==> config.mk <==
export PLATFORM = sky130hd
export DESIGN_NAME = condition_unit
export DESIGN_NICKNAME = d
export VERILOG_FILES = /design/src/logic/ctrl_pkg.sv /design/src/logic/condition_unit.sv
export SDC_FILE = /design/constraint.sdc
export NUM_CORES = 1
export LEC_CHECK = 0
export ABC_AREA = 1
export BUFFER_PORTS_ARGS = -buffer_cell sky130_fd_sc_hd__buf_2
export CORE_AREA = 2 2 39 41
export DETAILED_ROUTE_END_ITERATION = 8
export DIE_AREA = 0 0 41 43
export PLACE_DENSITY_LB_ADDON = 0.15
export SLEW_MARGIN = 20
export SYNTH_ARGS = -nofsm -noshare
export SYNTH_HDL_FRONTEND = slang
export SYNTH_SLANG_ARGS = --single-unit
==> constraint.sdc <==
create_clock -name vclk -period 0.8
set_input_delay 0.08 -clock vclk [all_inputs]
set_output_delay 0.08 -clock vclk [all_outputs]
set_load 0.02 [all_outputs]
==> src/tests/program.hex <==
// One 48-bit word per line: alu_op, tdev, adev, bdev, cond, invert, set_flags, amode
// in the upper 6 digits, direct address (4 digits) and immediate (2 digits) below
078000000000
1F1E2812345A
36AC54FFFFFF
4E3A78800101
65C885ABCD3C
7D56A95555AA
94E4D50F0FC3
AC72F97E8199
C38104246810
DB1F2CC0DEA5
F2AD50BEEF7F
0A3B7C010080
21C981432166
3957AD9ABCE7
50E5D1DEAD11
6873FDF00D42
==> src/logic/ctrl_pkg.sv <==
//----------------------------------------------------------------------
// Shared widths, typedefs, instruction field positions, flag bit
// positions, condition codes and device numbers of the control unit
//----------------------------------------------------------------------

package ctrl_pkg;

    localparam int    ROM_AWIDTH    = 8;                 // 256-word program store
    localparam int    ROM_DEPTH     = 1 << ROM_AWIDTH;
    localparam int    INSTR_WIDTH   = 48;                // Six ROM bytes side by side
    localparam string ROM_INIT_FILE = "/design/src/tests/program.hex";

    typedef logic [ROM_AWIDTH-1:0]  rom_addr_t;
    typedef logic [INSTR_WIDTH-1:0] instr_t;
    typedef logic [4:0]             alu_op_t;
    typedef logic [2:0]             adev_t;
    typedef logic [3:0]             bdev_t;
    typedef logic [3:0]             tdev_t;
    typedef logic [3:0]             cond_t;
    typedef logic [7:0]             flags_t;             // Active low, czonGLEN
    typedef logic [7:0]             sel8_t;              // Active-low one-hot
    typedef logic [15:0]            sel16_t;             // Active-low one-hot

    //------------------------------------------------------------------
    // Instruction field positions
    localparam int IMMED_LSB     = 0;                    // Byte 1
    localparam int IMMED_MSB     = 7;
    localparam int DADDR_LSB     = 8;                    // Bytes 2 and 3
    localparam int DADDR_MSB     = 23;
    localparam int AMODE_BIT     = 24;
    localparam int BDEV_HI_BIT   = 26;                   // Bit 25 spare
    localparam int INVERT_BIT    = 27;
    localparam int SET_FLAGS_BIT = 28;
    localparam int COND_LO_LSB   = 29;
    localparam int COND_LO_MSB   = 31;
    localparam int COND_HI_BIT   = 32;
    localparam int BDEV_LO_LSB   = 33;
    localparam int BDEV_LO_MSB   = 35;
    localparam int ADEV_LSB      = 36;
    localparam int ADEV_MSB      = 38;
    localparam int TDEV_LSB      = 39;                   // Low bit sits in byte 5
    localparam int TDEV_MSB      = 42;
    localparam int ALU_OP_LSB    = 43;
    localparam int ALU_OP_MSB    = 47;

    // Flag positions inside flags_t, top bit down
    localparam int FLAG_CARRY    = 7;
    localparam int FLAG_ZERO     = 6;
    localparam int FLAG_OVERFLOW = 5;
    localparam int FLAG_NEGATIVE = 4;
    localparam int FLAG_GT       = 3;
    localparam int FLAG_LT       = 2;
    localparam int FLAG_EQ       = 1;
    localparam int FLAG_NE       = 0;

    //------------------------------------------------------------------
    // Condition codes, 11 to 15 are grounded inputs
    localparam cond_t COND_ALWAYS   = 4'd0;
    localparam cond_t COND_CARRY    = 4'd1;
    localparam cond_t COND_ZERO     = 4'd2;
    localparam cond_t COND_OVERFLOW = 4'd3;
    localparam cond_t COND_NEGATIVE = 4'd4;
    localparam cond_t COND_GT       = 4'd5;
    localparam cond_t COND_LT       = 4'd6;
    localparam cond_t COND_EQ       = 4'd7;
    localparam cond_t COND_NE       = 4'd8;
    localparam cond_t COND_DI       = 4'd9;
    localparam cond_t COND_DO       = 4'd10;

    localparam bdev_t BDEV_IMMED    = 4'd15;             // ROM immediate onto B bus

endpackage

==> src/logic/condition_unit.sv <==
//----------------------------------------------------------------------
// Flag condition select, invert and execute decision
//----------------------------------------------------------------------

`timescale 1ns/100ps

module condition_unit (
    input  logic             clk,
    input  logic             rst_n,
    input  logic             instr_valid,
    input  ctrl_pkg::instr_t instr,
    input  ctrl_pkg::flags_t flags,        // Low means flag set
    input  logic             flag_di_n,
    input  logic             flag_do_n,
    output logic             do_exec
);
    import ctrl_pkg::*;

    cond_t       cond;
    logic        invert;
    logic [15:0] cond_vec_n;                 // Low entry means condition met
    logic        cond_met;

    assign cond   = {instr[COND_HI_BIT], instr[COND_LO_MSB:COND_LO_LSB]};
    assign invert = instr[INVERT_BIT];

    //------------------------------------------------------------------
    // Sixteen inputs of the condition mux
    always_comb begin
        cond_vec_n                = '0;      // Grounded codes count as met
        cond_vec_n[COND_ALWAYS]   = 1'b0;
        cond_vec_n[COND_CARRY]    = flags[FLAG_CARRY];
        cond_vec_n[COND_ZERO]     = flags[FLAG_ZERO];
        cond_vec_n[COND_OVERFLOW] = flags[FLAG_OVERFLOW];
        cond_vec_n[COND_NEGATIVE] = flags[FLAG_NEGATIVE];
        cond_vec_n[COND_GT]       = flags[FLAG_GT];
        cond_vec_n[COND_LT]       = flags[FLAG_LT];
        cond_vec_n[COND_EQ]       = flags[FLAG_EQ];
        cond_vec_n[COND_NE]       = flags[FLAG_NE];
        cond_vec_n[COND_DI]       = flag_di_n;   // Input data ready
        cond_vec_n[COND_DO]       = flag_do_n;   // Output port ready
    end

    assign cond_met = ~cond_vec_n[cond];

    // Invert turns "if DO" into "if not DO"
    assign do_exec = cond_met ^ invert;

    //------------------------------------------------------------------
    // A valid word with clean flags must give a clean decision
    a_exec_known: assert property (
        @(posedge clk) disable iff (!rst_n)
        instr_valid |-> !$isunknown(do_exec)
    );

endmodule

==> metrics.txt <==
most frequent cells in the layout=13 x buf_2, 12 x nand2_1, 4 x inv_1, 4 x nor2_1; Cell Area, Placed=235 um2; via/cell ratio=3.80; Distinct cells, synth=8; drt total wl=497 um; drt pass-1 iters=3; Arrival @ worst endpoint=800 ps; failing checks=negative setup slack; post-route setup TNS=-80.5 ps; commonest non-fill, non-tap cell in the layout=buf_2; gr usage total=5.49%; cell repeated most along the worst path=nand2_1; CP cell instances=buf_12 > nand2_1 > nand3_2 > nand2_1 > nand2_1 > nand3_2 > nand2_1 > nand2_1 > nand2_1 > buf_6; WP buf/inv=2; CP peak stage delay=130 ps; internal power=78.4 uW; logic gate share of total power=100.0%; die width=41 um; Final Wtd Congestion=0.705; initial antenna violation count=0; Seq cells=0; startpoint class of the critical path=primary input; Final Hold Vio Count=0; multi-input logic area=140 um2; vias=243; Sw Ratio=48.6%; initial DRC count=2; core area=1380 um2; Flop pwr share=0%; Max-slew headroom=91.5%; Clk pwr share=0%; Final nets=111; largest net degree at the start of global routing=7; Max IR drop VDD=0.109 mV; final instance area=297 um2; CP Class=primary input to output pin; Min-Delay Path Class=primary input to output pin; number of clock-tree buffers in the layout=0; Fmax=1140 MHz; Final ANT Viol Nets=0; share of cells above drive strength 1=54.2%; Synthesized Nets=93; Routed wire per std cell=7.77 um; first-pass GRT wire length=745 um; Slew Limit Fails=0; diodes inserted=0; I/O pin total=62; pwr dens=515 nW/um2; Syn Inst Count=32; Ys Warns=0; Buffers on Ports=16; RSZ-0062 raised after global routing=true; Cell Area, Synth=135 um2; slew of the pin with the lowest slew margin=126 ps; die footprint=1760 um2; number of remaining DRC errors=0; Max-cap violations=0; Net Sw Power=74.2 uW; Syn Area/Cell=4.22 um2; Die Y=43 um; Slowest-stage cell, CP=buf_6; gr ovfl total=0; crit path time final=880 ps; postcts setup bufs=0; Final period util=110%; status=finished, violations left; # rows=14; Final WS setup=-80.5 ps; vias in the first global route=218; Reg area=0 um2; Worst Path Max Fanout=6; Crit. End Element=output pin; Seq/Total Area, Yosys=0%; Worst Path Required=720 ps; CP delay by family, top=simple AND/OR/NAND/NOR gates; P&R area growth vs syn=119%; fillers=166; Initial Util=9.76%; P_leak=0.000174 uW; setup violators final=1
-- final cells by class --
cell class                 instances  share of cell area, %
tap                               16                   6.75
multi-input combinational         26                   47.3
timing repair buffer              16                   35.0
inverter                           6                   11.0
-- stage by stage --
step                      setup WS [ps]  util (%)  std cells  hold slack (ps)  power, uW
after global routing               -148      21.4         64              495        168
after detailed placement           -190      17.0         64              485        114
after floorplan                    76.4         -         32              328       58.5
after CTS                          -108      19.3         64              469        138
final                             -80.5      21.4         64              465        153
after global placement             -175      17.0         64              483        116
-- power by group through the flow --
stage	logic, uW	clock network (uW)	registers, uW
finish	153	0	0
global route	168	0	0
CTS	138	0	0
detailed placement	114	0	0
global placement	116	0	0
floorplan	58.5	0	0
-- tightest hold or removal path, stage by stage --
cell and delay, ps:
buf_2 90, nand2_1 40, nand2_1 60, buf_6 110
-- kinds of logic after synthesis --
family / Yosys count / share of synthesized area, %
and+or+nand+nor: 24 / 75.0
AOI/OAI and AO/OA: 2 / 8.33
buffers and inverters: 6 / 16.7
-- layer usage --
layer / share of wire, % / track usage, % / up-vias
li1: - / - / 131
met1: 37 / 5.70 / 107
met2: 57 / 11.3 / 5
met3: 5.8 / 0.524 / 0
met4: 0 / 0 / 0
met5: 0 / 0 / -
-- path summary, 6_finish.rpt --
kind	slack (ps)	to	cells past startpoint	startpoint
worst max-delay path	-80	do_exec	10	instr[29]
worst min-delay path	460	do_exec	4	instr[27]
-- timing repair --
item                                    CTS  global route
endpoints found under the hold margin     0             0
hold buffers                              0             0
pin swaps                                 6             5
endpoints found under the setup margin    1             1
gates resized for setup                  11             8
-- Yosys cell counts, drive strengths merged --
cell | n | area (um2)
nand2 | 15 | 56.3
inv | 6 | 22.5
nor2 | 4 | 15.0
nand3 | 5 | 30.0
o21ai | 1 | 5.00
o22ai | 1 | 6.26
Note: power is estimated with default switching activity, not from simulation.
