===== config.mk =====
export PLATFORM = sky130hd
export DESIGN_NAME = field_decoder_flat
export DESIGN_NICKNAME = d
export VERILOG_FILES = /design/src/logic/ctrl_pkg.sv /design/src/logic/decode_if.sv /design/src/logic/field_decoder.sv /design/src/flat_wrapper.sv
export SDC_FILE = /design/constraint.sdc
export NUM_CORES = 1
export LEC_CHECK = 0
export ABC_AREA = 0
export BUFFER_PORTS_ARGS = -buffer_cell sky130_fd_sc_hd__buf_2
export CAP_MARGIN = 20
export CORE_UTILIZATION = 28
export DETAILED_ROUTE_END_ITERATION = 12
export GPL_ROUTABILITY_DRIVEN = 0
export MAX_ROUTING_LAYER = met4
export PLACE_DENSITY = 0.88
export SYNTH_ARGS = -nofsm -noshare
export SYNTH_HDL_FRONTEND = slang
export SYNTH_SLANG_ARGS = --single-unit
export TNS_END_PERCENT = 100

===== constraint.sdc =====
create_clock -name vclk -period 0.85
set_input_delay 0.085 -clock vclk [all_inputs]
set_output_delay 0.085 -clock vclk [all_outputs]
set_load 0.01 [all_outputs]

===== src/tests/program.hex =====
// One 48-bit word per line: alu_op, tdev, adev, bdev, cond, invert, set_flags, amode
// in the upper 6 digits, direct address (4 digits) and immediate (2 digits) below
078000000000
1F1E2812345A
36AC54FFFFFF
4E3A78800101
65C885ABCD3C
7D56A95555AA
94E4D50F0FC3
AC72F97E8199
C38104246810
DB1F2CC0DEA5
F2AD50BEEF7F
0A3B7C010080
21C981432166
3957AD9ABCE7
50E5D1DEAD11
6873FDF00D42

===== src/logic/ctrl_pkg.sv =====
//----------------------------------------------------------------------
// Shared widths, typedefs, instruction field positions, flag bit
// positions, condition codes and device numbers of the control unit
//----------------------------------------------------------------------

package ctrl_pkg;

    localparam int    ROM_AWIDTH    = 8;                 // 256-word program store
    localparam int    ROM_DEPTH     = 1 << ROM_AWIDTH;
    localparam int    INSTR_WIDTH   = 48;                // Six ROM bytes side by side
    localparam string ROM_INIT_FILE = "/design/src/tests/program.hex";

    typedef logic [ROM_AWIDTH-1:0]  rom_addr_t;
    typedef logic [INSTR_WIDTH-1:0] instr_t;
    typedef logic [4:0]             alu_op_t;
    typedef logic [2:0]             adev_t;
    typedef logic [3:0]             bdev_t;
    typedef logic [3:0]             tdev_t;
    typedef logic [3:0]             cond_t;
    typedef logic [7:0]             flags_t;             // Active low, czonGLEN
    typedef logic [7:0]             sel8_t;              // Active-low one-hot
    typedef logic [15:0]            sel16_t;             // Active-low one-hot

    //------------------------------------------------------------------
    // Instruction field positions
    localparam int IMMED_LSB     = 0;                    // Byte 1
    localparam int IMMED_MSB     = 7;
    localparam int DADDR_LSB     = 8;                    // Bytes 2 and 3
    localparam int DADDR_MSB     = 23;
    localparam int AMODE_BIT     = 24;
    localparam int BDEV_HI_BIT   = 26;                   // Bit 25 spare
    localparam int INVERT_BIT    = 27;
    localparam int SET_FLAGS_BIT = 28;
    localparam int COND_LO_LSB   = 29;
    localparam int COND_LO_MSB   = 31;
    localparam int COND_HI_BIT   = 32;
    localparam int BDEV_LO_LSB   = 33;
    localparam int BDEV_LO_MSB   = 35;
    localparam int ADEV_LSB      = 36;
    localparam int ADEV_MSB      = 38;
    localparam int TDEV_LSB      = 39;                   // Low bit sits in byte 5
    localparam int TDEV_MSB      = 42;
    localparam int ALU_OP_LSB    = 43;
    localparam int ALU_OP_MSB    = 47;

    // Flag positions inside flags_t, top bit down
    localparam int FLAG_CARRY    = 7;
    localparam int FLAG_ZERO     = 6;
    localparam int FLAG_OVERFLOW = 5;
    localparam int FLAG_NEGATIVE = 4;
    localparam int FLAG_GT       = 3;
    localparam int FLAG_LT       = 2;
    localparam int FLAG_EQ       = 1;
    localparam int FLAG_NE       = 0;

    //------------------------------------------------------------------
    // Condition codes, 11 to 15 are grounded inputs
    localparam cond_t COND_ALWAYS   = 4'd0;
    localparam cond_t COND_CARRY    = 4'd1;
    localparam cond_t COND_ZERO     = 4'd2;
    localparam cond_t COND_OVERFLOW = 4'd3;
    localparam cond_t COND_NEGATIVE = 4'd4;
    localparam cond_t COND_GT       = 4'd5;
    localparam cond_t COND_LT       = 4'd6;
    localparam cond_t COND_EQ       = 4'd7;
    localparam cond_t COND_NE       = 4'd8;
    localparam cond_t COND_DI       = 4'd9;
    localparam cond_t COND_DO       = 4'd10;

    localparam bdev_t BDEV_IMMED    = 4'd15;             // ROM immediate onto B bus

endpackage


===== src/logic/decode_if.sv =====
//----------------------------------------------------------------------
// Decoded instruction fields, field decoder to control combiner
//----------------------------------------------------------------------

`timescale 1ns/100ps

interface decode_if;
    import ctrl_pkg::*;

    sel8_t       adev_sel;                   // A bus source, active low
    sel16_t      bdev_sel;                   // B bus source, active low
    sel16_t      tdev_sel;                   // Target, not yet gated by do_exec
    logic        set_flags_bit;              // Active high in the word
    logic        amode_bit;                  // High selects direct addressing
    logic [7:0]  immed;
    logic [15:0] direct_address;
    alu_op_t     alu_op;

    // Decoder side
    modport producer (
        output adev_sel, bdev_sel, tdev_sel, set_flags_bit,
        output amode_bit, immed, direct_address, alu_op
    );

    // Combiner side
    modport consumer (
        input adev_sel, bdev_sel, tdev_sel, set_flags_bit,
        input amode_bit, immed, direct_address, alu_op
    );

endinterface


===== src/logic/field_decoder.sv =====
//----------------------------------------------------------------------
// Instruction field split and active-low device select decoders
//----------------------------------------------------------------------

`timescale 1ns/100ps

module field_decoder (
    input  logic             clk,
    input  logic             rst_n,
    input  ctrl_pkg::instr_t instr,
    input  logic             instr_valid,
    decode_if.producer       dec
);
    import ctrl_pkg::*;

    adev_t  adev;
    bdev_t  bdev;
    tdev_t  tdev;

    // One low bit at the device number, like a 74138 pair
    function automatic sel16_t dev_decode(input logic [3:0] num);
        return ~(sel16_t'(1) << num);
    endfunction

    //------------------------------------------------------------------
    // Field split
    assign adev = instr[ADEV_MSB:ADEV_LSB];
    assign bdev = {instr[BDEV_HI_BIT], instr[BDEV_LO_MSB:BDEV_LO_LSB]};  // Split field
    assign tdev = instr[TDEV_MSB:TDEV_LSB];

    assign dec.alu_op         = instr[ALU_OP_MSB:ALU_OP_LSB];
    assign dec.immed          = instr[IMMED_MSB:IMMED_LSB];
    assign dec.direct_address = instr[DADDR_MSB:DADDR_LSB];
    assign dec.amode_bit      = instr[AMODE_BIT];
    assign dec.set_flags_bit  = instr[SET_FLAGS_BIT];

    //------------------------------------------------------------------
    // Device select decoders
    assign dec.adev_sel = ~(sel8_t'(1) << adev);   // Single 3-to-8
    assign dec.bdev_sel = dev_decode(bdev);  // Two 3-to-8 halves on bdev[3]
    assign dec.tdev_sel = dev_decode(tdev);  // Gated later by do_exec

    //------------------------------------------------------------------
    // Exactly one device selected per bus
    a_adev_onehot: assert property (
        @(posedge clk) disable iff (!rst_n)
        instr_valid |-> $onehot(~dec.adev_sel)
    );

    a_bdev_onehot: assert property (
        @(posedge clk) disable iff (!rst_n)
        instr_valid |-> $onehot(~dec.bdev_sel)
    );

    a_tdev_onehot: assert property (
        @(posedge clk) disable iff (!rst_n)
        instr_valid |-> $onehot(~dec.tdev_sel)
    );

endmodule


===== src/flat_wrapper.sv =====
// flat-port wrapper written by rule: the top's interface ports become plain ports
module field_decoder_flat import ctrl_pkg::*;
  (clk, rst_n, instr, instr_valid, dec_adev_sel, dec_bdev_sel, dec_tdev_sel, dec_set_flags_bit, dec_amode_bit, dec_immed, dec_direct_address, dec_alu_op);
  decode_if dec_i ();
  input  logic clk;
  input  logic rst_n;
  input  ctrl_pkg::instr_t instr;
  input  logic instr_valid;
  output wire logic [$bits(dec_i.adev_sel)-1:0] dec_adev_sel;
  output wire logic [$bits(dec_i.bdev_sel)-1:0] dec_bdev_sel;
  output wire logic [$bits(dec_i.tdev_sel)-1:0] dec_tdev_sel;
  output wire logic [$bits(dec_i.set_flags_bit)-1:0] dec_set_flags_bit;
  output wire logic [$bits(dec_i.amode_bit)-1:0] dec_amode_bit;
  output wire logic [$bits(dec_i.immed)-1:0] dec_immed;
  output wire logic [$bits(dec_i.direct_address)-1:0] dec_direct_address;
  output wire logic [$bits(dec_i.alu_op)-1:0] dec_alu_op;
  assign dec_adev_sel = dec_i.adev_sel;
  assign dec_bdev_sel = dec_i.bdev_sel;
  assign dec_tdev_sel = dec_i.tdev_sel;
  assign dec_set_flags_bit = dec_i.set_flags_bit;
  assign dec_amode_bit = dec_i.amode_bit;
  assign dec_immed = dec_i.immed;
  assign dec_direct_address = dec_i.direct_address;
  assign dec_alu_op = dec_i.alu_op;
  field_decoder u_core (.clk(clk), .rst_n(rst_n), .instr(instr), .instr_valid(instr_valid), .dec(dec_i));
endmodule

==> impl_metrics.env <==
export IMPL_status="finished, violations left"
export IMPL_violations="setup timing"
export IMPL_critPathMaxStageDelay_ns=0.54
export IMPL_routed_via_density=5.17
export IMPL_nets=160
export IMPL_synth_top_area_share_pct=35.0
export IMPL_io_pins=122
export IMPL_synthMuxAreaShare_pct=0
export IMPL_fin_crit_ns=0.958
export IMPL_drv_cap=0
export IMPL_die_w_um=50.8
export IMPL_drc_errors=0
export IMPL_finalWorstSetupSlack_ns=-0.108
export IMPL_synthCells=79
export IMPL_rsz0062_at_grt="yes"
export IMPL_synth_area_top_cells="buf_4, nand4bb_1, nand4b_1"
export IMPL_maxSlewViolCount=0
export IMPL_slew_headroom_pct=92.6
export IMPL_fmax_ghz=1.04
export IMPL_routed_wl_mm=1.98
export IMPL_nClkBuffers=0
export IMPL_synth_xor_area_share_pct=0
export IMPL_avgSynthCellArea_um2=8.43
export IMPL_synthesis_area_um2=666
export IMPL_place_ws_ns=-0.154
export IMPL_dieArea_um2=2580
export IMPL_synth_compound_area_share_pct=0
export IMPL_drtIter0Drc=6
export IMPL_wl_per_cell_um=14.7
export IMPL_worst_ep_arrival_time_ns=0.87
export IMPL_synthSimpleGateAreaFrac_pct=58.3
export IMPL_seq_area_frac_synth_pct=0
export IMPL_critPathTopFamily="simple AND/OR/NAND/NOR gates"
export IMPL_synth_warnings=0
export IMPL_antenna_found_initial=0
export IMPL_grt_util_all_layers_pct=14.0
export IMPL_yosys_cell_count_top_type="buf_4"
export IMPL_crit_fanout=7
export IMPL_grt_max_degree=11
export IMPL_area_delta_synth_final_pct=41.4
export IMPL_peakVddDrop_mv=0.136
export IMPL_start_util_pct=29.8
export IMPL_port_buffers=51
export IMPL_startpoint_type="primary input"
export IMPL_min_period_over_period_pct=113
export IMPL_crit_type="in2out"
export IMPL_design_seq_count=0
export IMPL_hpwl_mm=1.30
export IMPL_grt_pass1_wl_mm=2.77
export IMPL_critPathRequiredTime_ns=0.76
export IMPL_cp_cell_sequence="buf_8 > or4b_4 > buf_6"
export IMPL_final_hold_viol_count=0
export IMPL_core_rowCount=17
export IMPL_postRouteAntennaNets=0
export IMPL_drive_gt1_share_pct=70.1
export IMPL_regArea_um2=0
export IMPL_p_leak_uw=0.000351
export IMPL_slowest_stage="or4b_4"
export IMPL_critical_path_buf_inv_count=2
export IMPL_grt_pass1_vias=609
export IMPL_dr_pass1_iters=4
export IMPL_cp_end_kind="output port"
export IMPL_fp_coreArea_um2=2230
export IMPL_syn_nets=130
export IMPL_fin_util_pct=42.1
export IMPL_die_h_um=50.8
export IMPL_overflow=0
export IMPL_setup_violations=10
export IMPL_total_power_uw=378
export IMPL_hp_class="in2out"
export IMPL_power_density_nw_per_um2=402
export IMPL_multi_input_area_um2=399
export IMPL_yosys_top_cells_count="buf_4, nand4bb_1, nand4b_1"
export IMPL_tightest_slew_ns=0.111
export IMPL_synth_fa_ha_area_share_pct=0
export IMPL_fillers=222
export IMPL_synth_top_family_by_area="simple AND/OR/NAND/NOR gates"
export IMPL_antennaDiodeCount=0
export IMPL_ys_types=13
export IMPL_num_vias=698
export IMPL_synth_top_area_cell="buf_4"
export IMPL_tns_ns=-0.844
timing repair:
item                       CTS  global route
hold endpoints to repair     0             0
resized for setup           31            10
hold buffers                 0             0
gates cloned                 0             0
setup endpoints to repair   14            22
buffers inserted             4             2
pin swaps                   13            10
kinds of logic after synthesis:
family,count (synthesis)
buffers and inverters,39
AND/OR/NAND/NOR,40
layer usage:
metal,vias up,wire length [um],GRT usage (%)
met5,-,0,-
met4,0,72,6.48
met3,12,116,2.73
met2,39,1160,29.3
met1,317,632,11.2
li1,330,-,-
through the flow:
| step | instances | area, um2 | hold WS (ns) |
|---|---|---|---|
| CTS | 137 | 933 | 0.170 |
| detailed placement | 134 | 791 | 0.170 |
| global placement | 134 | 791 | 0.170 |
| floorplan | 79 | 666 | 0.262 |
| global route | 135 | 941 | 0.170 |
| finish | 135 | 941 | 0.170 |
placed cells by master, fill, tap and decap left out:
cell,instances
buf_2,33
buf_4,16
buf_6,11
buf_8,6
clkbuf_4,1
nand3_1,1
nand3b_1,3
nand4_1,2
nand4b_1,8
nand4bb_1,12
or3_1,1
or3b_4,3
or4_4,2
or4b_1,5
or4b_4,3
final cells by class:
type | count | share of cell area (%)
Tap cell | 28 | 3.72
Timing Repair Buffer | 67 | 53.9
Multi-Input combinational cell | 40 | 42.4
worst paths after layout:
path,depth (start not counted),start,endpoint
worst max-delay path,3,instr[41],dec_tdev_sel[2]
worst min-delay path,0,instr[44],dec_alu_op[1]
where the power goes:
| group | switching, uW | internal [uW] | leakage [uW] |
|---|---|---|---|
| Clock | 0 | 0 | 0 |
| Combinational | 163 | 215 | 0.000351 |
| Sequential | 0 | 0 | 0 |
No activity file was read; power rests on OpenSTA's default activity.
