`config.mk`:
```
export PLATFORM = sky130hd
export DESIGN_NAME = control_combiner_flat
export DESIGN_NICKNAME = d
export VERILOG_FILES = /design/src/logic/ctrl_pkg.sv /design/src/logic/decode_if.sv /design/src/logic/control_combiner.sv /design/src/flat_wrapper.sv
export SDC_FILE = /design/constraint.sdc
export NUM_CORES = 1
export LEC_CHECK = 0
export ABC_AREA = 0
export BUFFER_PORTS_ARGS = -buffer_cell sky130_fd_sc_hd__buf_2
export CAP_MARGIN = 5
export CORE_ASPECT_RATIO = 0.5
export CORE_MARGIN = 2
export CORE_UTILIZATION = 35
export CTS_BUF_LIST = sky130_fd_sc_hd__clkbuf_4 sky130_fd_sc_hd__clkbuf_8 sky130_fd_sc_hd__clkbuf_16
export CTS_CLUSTER_SIZE = 24
export DETAILED_ROUTE_END_ITERATION = 10
export PLACE_DENSITY = 0.74
export SYNTH_ARGS = -nofsm -noshare
export SYNTH_HDL_FRONTEND = slang
export SYNTH_SLANG_ARGS = --single-unit
export TNS_END_PERCENT = 10
```
`constraint.sdc`:
```
create_clock -name clk -period 0.8 [get_ports clk]
set_input_delay 0.04 -clock clk [delete_from_list [all_inputs] [get_ports clk]]
set_output_delay 0.04 -clock clk [all_outputs]
set_load 0.02 [all_outputs]
```
`src/tests/program.hex`:
```
// One 48-bit word per line: alu_op, tdev, adev, bdev, cond, invert, set_flags, amode
// in the upper 6 digits, direct address (4 digits) and immediate (2 digits) below
078000000000
1F1E2812345A
36AC54FFFFFF
4E3A78800101
65C885ABCD3C
7D56A95555AA
94E4D50F0FC3
AC72F97E8199
C38104246810
DB1F2CC0DEA5
F2AD50BEEF7F
0A3B7C010080
21C981432166
3957AD9ABCE7
50E5D1DEAD11
6873FDF00D42
```
`src/logic/ctrl_pkg.sv`:
```
//----------------------------------------------------------------------
// Shared widths, typedefs, instruction field positions, flag bit
// positions, condition codes and device numbers of the control unit
//----------------------------------------------------------------------

package ctrl_pkg;

    localparam int    ROM_AWIDTH    = 8;                 // 256-word program store
    localparam int    ROM_DEPTH     = 1 << ROM_AWIDTH;
    localparam int    INSTR_WIDTH   = 48;                // Six ROM bytes side by side
    localparam string ROM_INIT_FILE = "/design/src/tests/program.hex";

    typedef logic [ROM_AWIDTH-1:0]  rom_addr_t;
    typedef logic [INSTR_WIDTH-1:0] instr_t;
    typedef logic [4:0]             alu_op_t;
    typedef logic [2:0]             adev_t;
    typedef logic [3:0]             bdev_t;
    typedef logic [3:0]             tdev_t;
    typedef logic [3:0]             cond_t;
    typedef logic [7:0]             flags_t;             // Active low, czonGLEN
    typedef logic [7:0]             sel8_t;              // Active-low one-hot
    typedef logic [15:0]            sel16_t;             // Active-low one-hot

    //------------------------------------------------------------------
    // Instruction field positions
    localparam int IMMED_LSB     = 0;                    // Byte 1
    localparam int IMMED_MSB     = 7;
    localparam int DADDR_LSB     = 8;                    // Bytes 2 and 3
    localparam int DADDR_MSB     = 23;
    localparam int AMODE_BIT     = 24;
    localparam int BDEV_HI_BIT   = 26;                   // Bit 25 spare
    localparam int INVERT_BIT    = 27;
    localparam int SET_FLAGS_BIT = 28;
    localparam int COND_LO_LSB   = 29;
    localparam int COND_LO_MSB   = 31;
    localparam int COND_HI_BIT   = 32;
    localparam int BDEV_LO_LSB   = 33;
    localparam int BDEV_LO_MSB   = 35;
    localparam int ADEV_LSB      = 36;
    localparam int ADEV_MSB      = 38;
    localparam int TDEV_LSB      = 39;                   // Low bit sits in byte 5
    localparam int TDEV_MSB      = 42;
    localparam int ALU_OP_LSB    = 43;
    localparam int ALU_OP_MSB    = 47;

    // Flag positions inside flags_t, top bit down
    localparam int FLAG_CARRY    = 7;
    localparam int FLAG_ZERO     = 6;
    localparam int FLAG_OVERFLOW = 5;
    localparam int FLAG_NEGATIVE = 4;
    localparam int FLAG_GT       = 3;
    localparam int FLAG_LT       = 2;
    localparam int FLAG_EQ       = 1;
    localparam int FLAG_NE       = 0;

    //------------------------------------------------------------------
    // Condition codes, 11 to 15 are grounded inputs
    localparam cond_t COND_ALWAYS   = 4'd0;
    localparam cond_t COND_CARRY    = 4'd1;
    localparam cond_t COND_ZERO     = 4'd2;
    localparam cond_t COND_OVERFLOW = 4'd3;
    localparam cond_t COND_NEGATIVE = 4'd4;
    localparam cond_t COND_GT       = 4'd5;
    localparam cond_t COND_LT       = 4'd6;
    localparam cond_t COND_EQ       = 4'd7;
    localparam cond_t COND_NE       = 4'd8;
    localparam cond_t COND_DI       = 4'd9;
    localparam cond_t COND_DO       = 4'd10;

    localparam bdev_t BDEV_IMMED    = 4'd15;             // ROM immediate onto B bus

endpackage

```
`src/logic/decode_if.sv`:
```
//----------------------------------------------------------------------
// Decoded instruction fields, field decoder to control combiner
//----------------------------------------------------------------------

`timescale 1ns/100ps

interface decode_if;
    import ctrl_pkg::*;

    sel8_t       adev_sel;                   // A bus source, active low
    sel16_t      bdev_sel;                   // B bus source, active low
    sel16_t      tdev_sel;                   // Target, not yet gated by do_exec
    logic        set_flags_bit;              // Active high in the word
    logic        amode_bit;                  // High selects direct addressing
    logic [7:0]  immed;
    logic [15:0] direct_address;
    alu_op_t     alu_op;

    // Decoder side
    modport producer (
        output adev_sel, bdev_sel, tdev_sel, set_flags_bit,
        output amode_bit, immed, direct_address, alu_op
    );

    // Combiner side
    modport consumer (
        input adev_sel, bdev_sel, tdev_sel, set_flags_bit,
        input amode_bit, immed, direct_address, alu_op
    );

endinterface

```
`src/logic/control_combiner.sv`:
```
//----------------------------------------------------------------------
// Execute gating of target and flag update, output registers
//----------------------------------------------------------------------

`timescale 1ns/100ps

module control_combiner (
    input  logic              clk,
    input  logic              rst_n,
    input  logic              instr_valid,
    input  logic              do_exec,
    decode_if.consumer        dec,
    output ctrl_pkg::alu_op_t alu_op,
    output ctrl_pkg::sel8_t   adev_sel,
    output ctrl_pkg::sel16_t  bdev_sel,
    output ctrl_pkg::sel16_t  tdev_sel,
    output logic              set_flags_n,
    output logic              addrmode_register_n,
    output logic              bbus_en,
    output logic [7:0]        bbus_out,
    output logic              address_en,
    output logic [15:0]       address_out,
    output logic              out_valid
);
    import ctrl_pkg::*;

    logic bdev_immed;                        // ROM immediate drives B bus

    assign bdev_immed = ~dec.bdev_sel[BDEV_IMMED];

    //------------------------------------------------------------------
    // Control outputs, inactive in reset and while no valid word
    always_ff @(posedge clk) begin
        if (!rst_n) begin
            adev_sel            <= '1;
            bdev_sel            <= '1;
            tdev_sel            <= '1;
            set_flags_n         <= 1'b1;
            addrmode_register_n <= 1'b1;
            bbus_en             <= 1'b0;
            address_en          <= 1'b0;
            out_valid           <= 1'b0;
        end else if (!instr_valid) begin
            adev_sel            <= '1;       // Nothing drives either bus
            bdev_sel            <= '1;
            tdev_sel            <= '1;
            set_flags_n         <= 1'b1;
            addrmode_register_n <= 1'b1;
            bbus_en             <= 1'b0;
            address_en          <= 1'b0;
            out_valid           <= 1'b0;
        end else begin
            adev_sel            <= dec.adev_sel;
            bdev_sel            <= dec.bdev_sel;
            tdev_sel            <= do_exec ? dec.tdev_sel : '1;   // Skipped write
            set_flags_n         <= ~(dec.set_flags_bit & do_exec);
            addrmode_register_n <= dec.amode_bit;   // Low means register mode
            address_en          <= dec.amode_bit;   // Direct address onto bus
            bbus_en             <= bdev_immed;
            out_valid           <= 1'b1;
        end
    end

    // Values that travel with their enables
    always_ff @(posedge clk) begin
        alu_op      <= dec.alu_op;
        bbus_out    <= dec.immed;
        address_out <= dec.direct_address;
    end

    //------------------------------------------------------------------
    // A failed condition never reaches a target device
    a_no_write_when_skipped: assert property (
        @(posedge clk) disable iff (!rst_n)
        !do_exec |=> (tdev_sel == '1)
    );

endmodule

```
`src/flat_wrapper.sv`:
```
// flat-port wrapper written by rule: the top's interface ports become plain ports
module control_combiner_flat import ctrl_pkg::*;
  (clk, rst_n, instr_valid, do_exec, alu_op, adev_sel, bdev_sel, tdev_sel, set_flags_n, addrmode_register_n, bbus_en, bbus_out, address_en, address_out, out_valid, dec_adev_sel, dec_bdev_sel, dec_tdev_sel, dec_set_flags_bit, dec_amode_bit, dec_immed, dec_direct_address, dec_alu_op);
  decode_if dec_i ();
  input  logic clk;
  input  logic rst_n;
  input  logic instr_valid;
  input  logic do_exec;
  output ctrl_pkg::alu_op_t alu_op;
  output ctrl_pkg::sel8_t adev_sel;
  output ctrl_pkg::sel16_t bdev_sel;
  output ctrl_pkg::sel16_t tdev_sel;
  output logic set_flags_n;
  output logic addrmode_register_n;
  output logic bbus_en;
  output logic [7:0] bbus_out;
  output logic address_en;
  output logic [15:0] address_out;
  output logic out_valid;
  input wire logic [$bits(dec_i.adev_sel)-1:0] dec_adev_sel;
  input wire logic [$bits(dec_i.bdev_sel)-1:0] dec_bdev_sel;
  input wire logic [$bits(dec_i.tdev_sel)-1:0] dec_tdev_sel;
  input wire logic [$bits(dec_i.set_flags_bit)-1:0] dec_set_flags_bit;
  input wire logic [$bits(dec_i.amode_bit)-1:0] dec_amode_bit;
  input wire logic [$bits(dec_i.immed)-1:0] dec_immed;
  input wire logic [$bits(dec_i.direct_address)-1:0] dec_direct_address;
  input wire logic [$bits(dec_i.alu_op)-1:0] dec_alu_op;
  assign dec_i.adev_sel = dec_adev_sel;
  assign dec_i.bdev_sel = dec_bdev_sel;
  assign dec_i.tdev_sel = dec_tdev_sel;
  assign dec_i.set_flags_bit = dec_set_flags_bit;
  assign dec_i.amode_bit = dec_amode_bit;
  assign dec_i.immed = dec_immed;
  assign dec_i.direct_address = dec_direct_address;
  assign dec_i.alu_op = dec_alu_op;
  control_combiner u_core (.clk(clk), .rst_n(rst_n), .instr_valid(instr_valid), .do_exec(do_exec), .dec(dec_i), .alu_op(alu_op), .adev_sel(adev_sel), .bdev_sel(bdev_sel), .tdev_sel(tdev_sel), .set_flags_n(set_flags_n), .addrmode_register_n(addrmode_register_n), .bbus_en(bbus_en), .bbus_out(bbus_out), .address_en(address_en), .address_out(address_out), .out_valid(out_valid));
endmodule
```
==> results of run 1 <==
==> routing by layer <==
layer	vias up	GRT usage [%]	wire length, um
li1	893	-	-
met1	897	22.01	2428
met2	73	43.56	4007
met3	18	6.743	358
met4	0	9.042	170
met5	-	0	0
==> sequential cells by signal, summed over array words and instances, names as in the netlist <==
signal                      count
u_core.address_en               1
u_core.set_flags_n              1
u_core.address_out             16
u_core.addrmode_register_n      1
u_core.alu_op                   5
u_core.tdev_sel                16
u_core.bbus_en                  1
u_core.bbus_out                 8
u_core.bdev_sel                16
u_core.out_valid                1
u_core.adev_sel                 8
==> final cells by class <==
type,instances,area share (%)
multi-input cells,45,8.500
repair buffers,225,47.59
clock buffers,9,2.963
flip-flops and latches,74,37.65
well taps,73,2.185
clock inverters,7,1.107
==> stage by stage <==
step | setup TNS, ps | std cells
final | -988.0 | 433
after global routing | -3105 | 433
after floorplan | 0 | 131
after detailed placement | 0 | 344
after global placement | 0 | 344
after CTS | -1932 | 434
==> where the power goes <==
part           leakage (uW)  internal [uW]  switching, uW  total [uW]
sequential         0.000599           3870           81.2        3950
clock             0.0000810           1110           1360        2470
combinational       0.00114            723            479        1200
==> synthesized netlist by cell type <==
master	number	area, um^2
and3b_1	1	8.760
dfxtp_1	74	1481
nand4b_1	16	140.1
nand3b_1	25	187.7
nand4_1	1	6.260
buf_6	10	112.6
and3_1	1	6.260
buf_4	2	15.01
and2_1	1	6.260
==> how the worst max path moves through the flow <==
stage	from	end	slack, ps	cells past startpoint
global route	u_core.tdev_sel[9]	tdev_sel[9]	-60	1
floorplan	instr_valid	u_core.tdev_sel[10]	300	3
finish	u_core.set_flags_n	set_flags_n	-30	1
CTS	u_core.tdev_sel[14]	tdev_sel[14]	-40	1
detailed placement	rst_n	u_core.set_flags_n	80	3
global placement	rst_n	u_core.bbus_en	140	3
==> kinds of logic after synthesis <==
group | Yosys count | share of synthesized area [%]
buffers and inverters | 12 | 6.497
DFF | 74 | 75.41
and+or+nand+nor | 45 | 18.09
==> repair_timing <==
action | in CTS | in global routing
pin swaps | 0 | 0
cloned | 0 | 0
hold buffers | 74 | 0
endpoints found under the setup margin | 74 | 80
endpoints found under the hold margin | 73 | 0
gates resized for setup | 221 | 1
==> results.toml, run 1 <==
[grt]
grt_max_degree = 28
grt_usage_pct = 22.33
grt_pass1_wl_um = 10270
overflow = 0
antenna_found_initial = 0
grt_pass1_vias = 2104

[timing]
tightest_slew_ps = 300.4
clock.fmax_mhz = 1206
finalHoldViolCount = 0
setup_viol = 74
fin_ws_ps = -29.36
hold_slack_ps = 2.632
rsz0062_at_grt = "true"
slew_headroom_pct = 79.98
fin_crit_ps = 829.4
drv_slew = 0
min_period_over_period_pct = 103.7

[clock_tree]
cts_sinks = 74
clkTransAtPathRegs_ps = 80
cts_buffer_depth = 2
postCtsSetupBuffers = 0
cts_made_buffers = 9
cts_tree = "built"
clockRootBuffer = "clkbuf_8"
htree_levels = 3

[setup_path]
crit_required_ps = 760
max_stage_delay_ps = 330
path_buf_inv = 1
critPathKind = "reg -> out"
crit_fanout = 1
crit_chain = "buf_6"
cpLargestDelayFamily = "flip-flops"
cp_slowest_cell = "dfxtp_2"
cp-start-kind = "flop"
worstPathArrival_ps = 790
end_kind = "output port"

[drt]
route.detailed.drc = 0
drtIter0Drc = 104
routed_wl_um = 6964
route.detailed.wl_per_inst_um = 16.08
num_vias = 1881
viasPerCell = 4.344
antenna_left = 0
drt-pass1-iter-count = 4

[synth]
yosys_warnings = 0
synth_cell_types = 9
synth_area_um2 = 1964
syn_inst = 131
syn_nets = 206
avgSynthCellArea_um2 = 15.00
seq_area_frac_synth_pct = 75.41
ys_seq_elements = 74

[cells_and_area]
final_nets = 430
stdcell_area_um2 = 4180
multi_input_area_um2 = 355.3
mostFrequentLayoutCells = "buf_2 (74), buf_6 (74), dfxtp_2 (74)"
area.growth.synth_to_final_pct = 112.8
seq_area_um2 = 1574
fin_util_pct = 76.79
layout-drive-gt1-share_pct = 67.22
antenna_cells = 0
n_fill_cell = 319

[placed_design]
dp_slack_ps = 84.58
io_buffer_count = 148
place_hpwl_um = 3555
place_area_um2 = 2724
place.gp.congestion = 0.6361

[worst_hold_path]
hold_class = "in -> reg"
min_to = "u_core.tdev_sel[0]"
hold_path.startpoint = "instr_valid"
min_path_cells = 2

[floorplan]
core.rowCount = 19
dieHeight_um = 56.98
core_um2 = 5444
start_util_pct = 36.08
pin_count = 149
fp.dieW_um = 110.0
fp.dieArea_um2 = 6264

[run_status]
status = "complete, but fails checks"
violations = "setup timing"

[power]
finalPower_uw = 7624
power_density_nw_per_um2 = 1824
peakVddDrop_mv = 1.153
total_leakage_power_uw = 0.001816

[job]
cap_violations = 0
Note: power is estimated with default switching activity, not from simulation.
==> inputs of run 2 (changes only) <==
--- a/config.mk
+++ b/config.mk
@@ -6,8 +6,7 @@
 export NUM_CORES = 1
 export LEC_CHECK = 0
 export ABC_AREA = 0
-export BUFFER_PORTS_ARGS = -buffer_cell sky130_fd_sc_hd__buf_2
-export CAP_MARGIN = 5
+export BUFFER_PORTS_ARGS = -buffer_cell sky130_fd_sc_hd__clkbuf_2
 export CORE_ASPECT_RATIO = 0.5
 export CORE_MARGIN = 2
 export CORE_UTILIZATION = 35
==> results.toml, run 2 (synthesis results as in run 1) <==
[drt]
route.detailed.drc = 0
viasPerCell = 4.455
antenna_left = 0
routed_wl_um = 7743
drtIter0Drc = 89
num_vias = 1920
drt-pass1-iter-count = 4
route.detailed.wl_per_inst_um = 17.97

[clock_tree]
clockRootBuffer = "clkbuf_8"
cts_buffer_depth = 2
cts_tree = "built"
clkTransAtPathRegs_ps = 80
postCtsSetupBuffers = 0
cts_sinks = 74
htree_levels = 3
cts_made_buffers = 9

[run_status]
violations = "setup timing"
status = "complete, but fails checks"

[timing]
finalHoldViolCount = 0
hold_slack_ps = 112.4
min_period_over_period_pct = 107.1
fin_crit_ps = 856.7
tightest_slew_ps = 339.1
fin_ws_ps = -56.67
drv_slew = 0
fin_setup_tns_ps = -2255
clock.fmax_mhz = 1167
rsz0062_at_grt = "true"
setup_viol = 74
slew_headroom_pct = 77.39

[cells_and_area]
layout-drive-gt1-share_pct = 67.42
final_nets = 426
top_regs = "u_core.address_out (16), u_core.bdev_sel (16), u_core.tdev_sel (16)"
mostFrequentLayoutCells = "clkbuf_2 (74), buf_8 (74), dfxtp_2 (74)"
stdcell_area_um2 = 4443
area.growth.synth_to_final_pct = 126.2

[floorplan]
fp.dieW_um = 110.0
core.rowCount = 19
dieHeight_um = 56.98
start_util_pct = 36.08
fp.dieArea_um2 = 6264
pin_count = 149
core_um2 = 5444

[setup_path]
worstPathArrival_ps = 820
max_stage_delay_ps = 360
cp_slowest_cell = "dfxtp_2"
critPathKind = "reg -> out"
cp.depth = 1
crit_fanout = 1
crit_chain = "buf_8"
crit_required_ps = 760
end_kind = "output port"
cp-start-kind = "flop"
path_buf_inv = 1
cpLargestDelayFamily = "flip-flops"
crit_start = "u_core.out_valid"

[grt]
grt_max_degree = 46
grt_pass1_vias = 2094
antenna_found_initial = 2
grt_pass1_wl_um = 11160
grt_usage_pct = 24.76
overflow = 0

[placed_design]
place.gp.congestion = 0.6542
place_hpwl_um = 3302
place_area_um2 = 2709
dp_slack_ps = 159.4
io_buffer_count = 148

[job]
cap_violations = 0

[power]
power_density_nw_per_um2 = 1806
total_leakage_power_uw = 0.001941
finalPower_uw = 8025
peakVddDrop_mv = 1.406

[worst_hold_path]
hold_path.startpoint = "instr_valid"
hold_class = "in -> reg"
min_path_cells = 3
[run 2: what timing repair did]
action	CTS	global route
endpoints found under the hold margin	73	0
gates resized for setup	214	78
endpoints found under the setup margin	74	74
hold buffers	71	0
[run 2: metal layers]
metal,up-vias,share of wire [%],track usage [%]
met2,74,57,46.54
met1,943,37,25.07
met4,0,2.7,12.66
met3,16,4.0,7.086
li1,887,-,-
met5,-,0,0
[run 2: stage by stage]
stage,util [%],std cells
CTS,79.73,429
global placement,49.76,342
floorplan,-,131
finish,81.61,431
global route,81.57,430
detailed placement,49.76,342
[run 2: final timing paths]
kind	endpoint	slack, ps
hold / removal	u_core.bdev_sel[14]	110
setup / recovery	out_valid	-60
[run 2: report_power, final]
group | switching, uW | internal, uW | leakage [uW]
combinational | 505 | 818 | 0.00125
sequential | 113 | 3870 | 0.000599
clock | 1390 | 1330 | 0.0000958
total | 2010 | 6020 | 0.00194
[run 2: area by class of cell]
type	count	area, um^2
timing repair buffer	221	2232
sequential	74	1574
fill	274	1001
multi-input combinational	45	355.3
clock buffer	12	158.9
tap	73	91.34
clock inverter	4	26.28
antenna	2	5.005
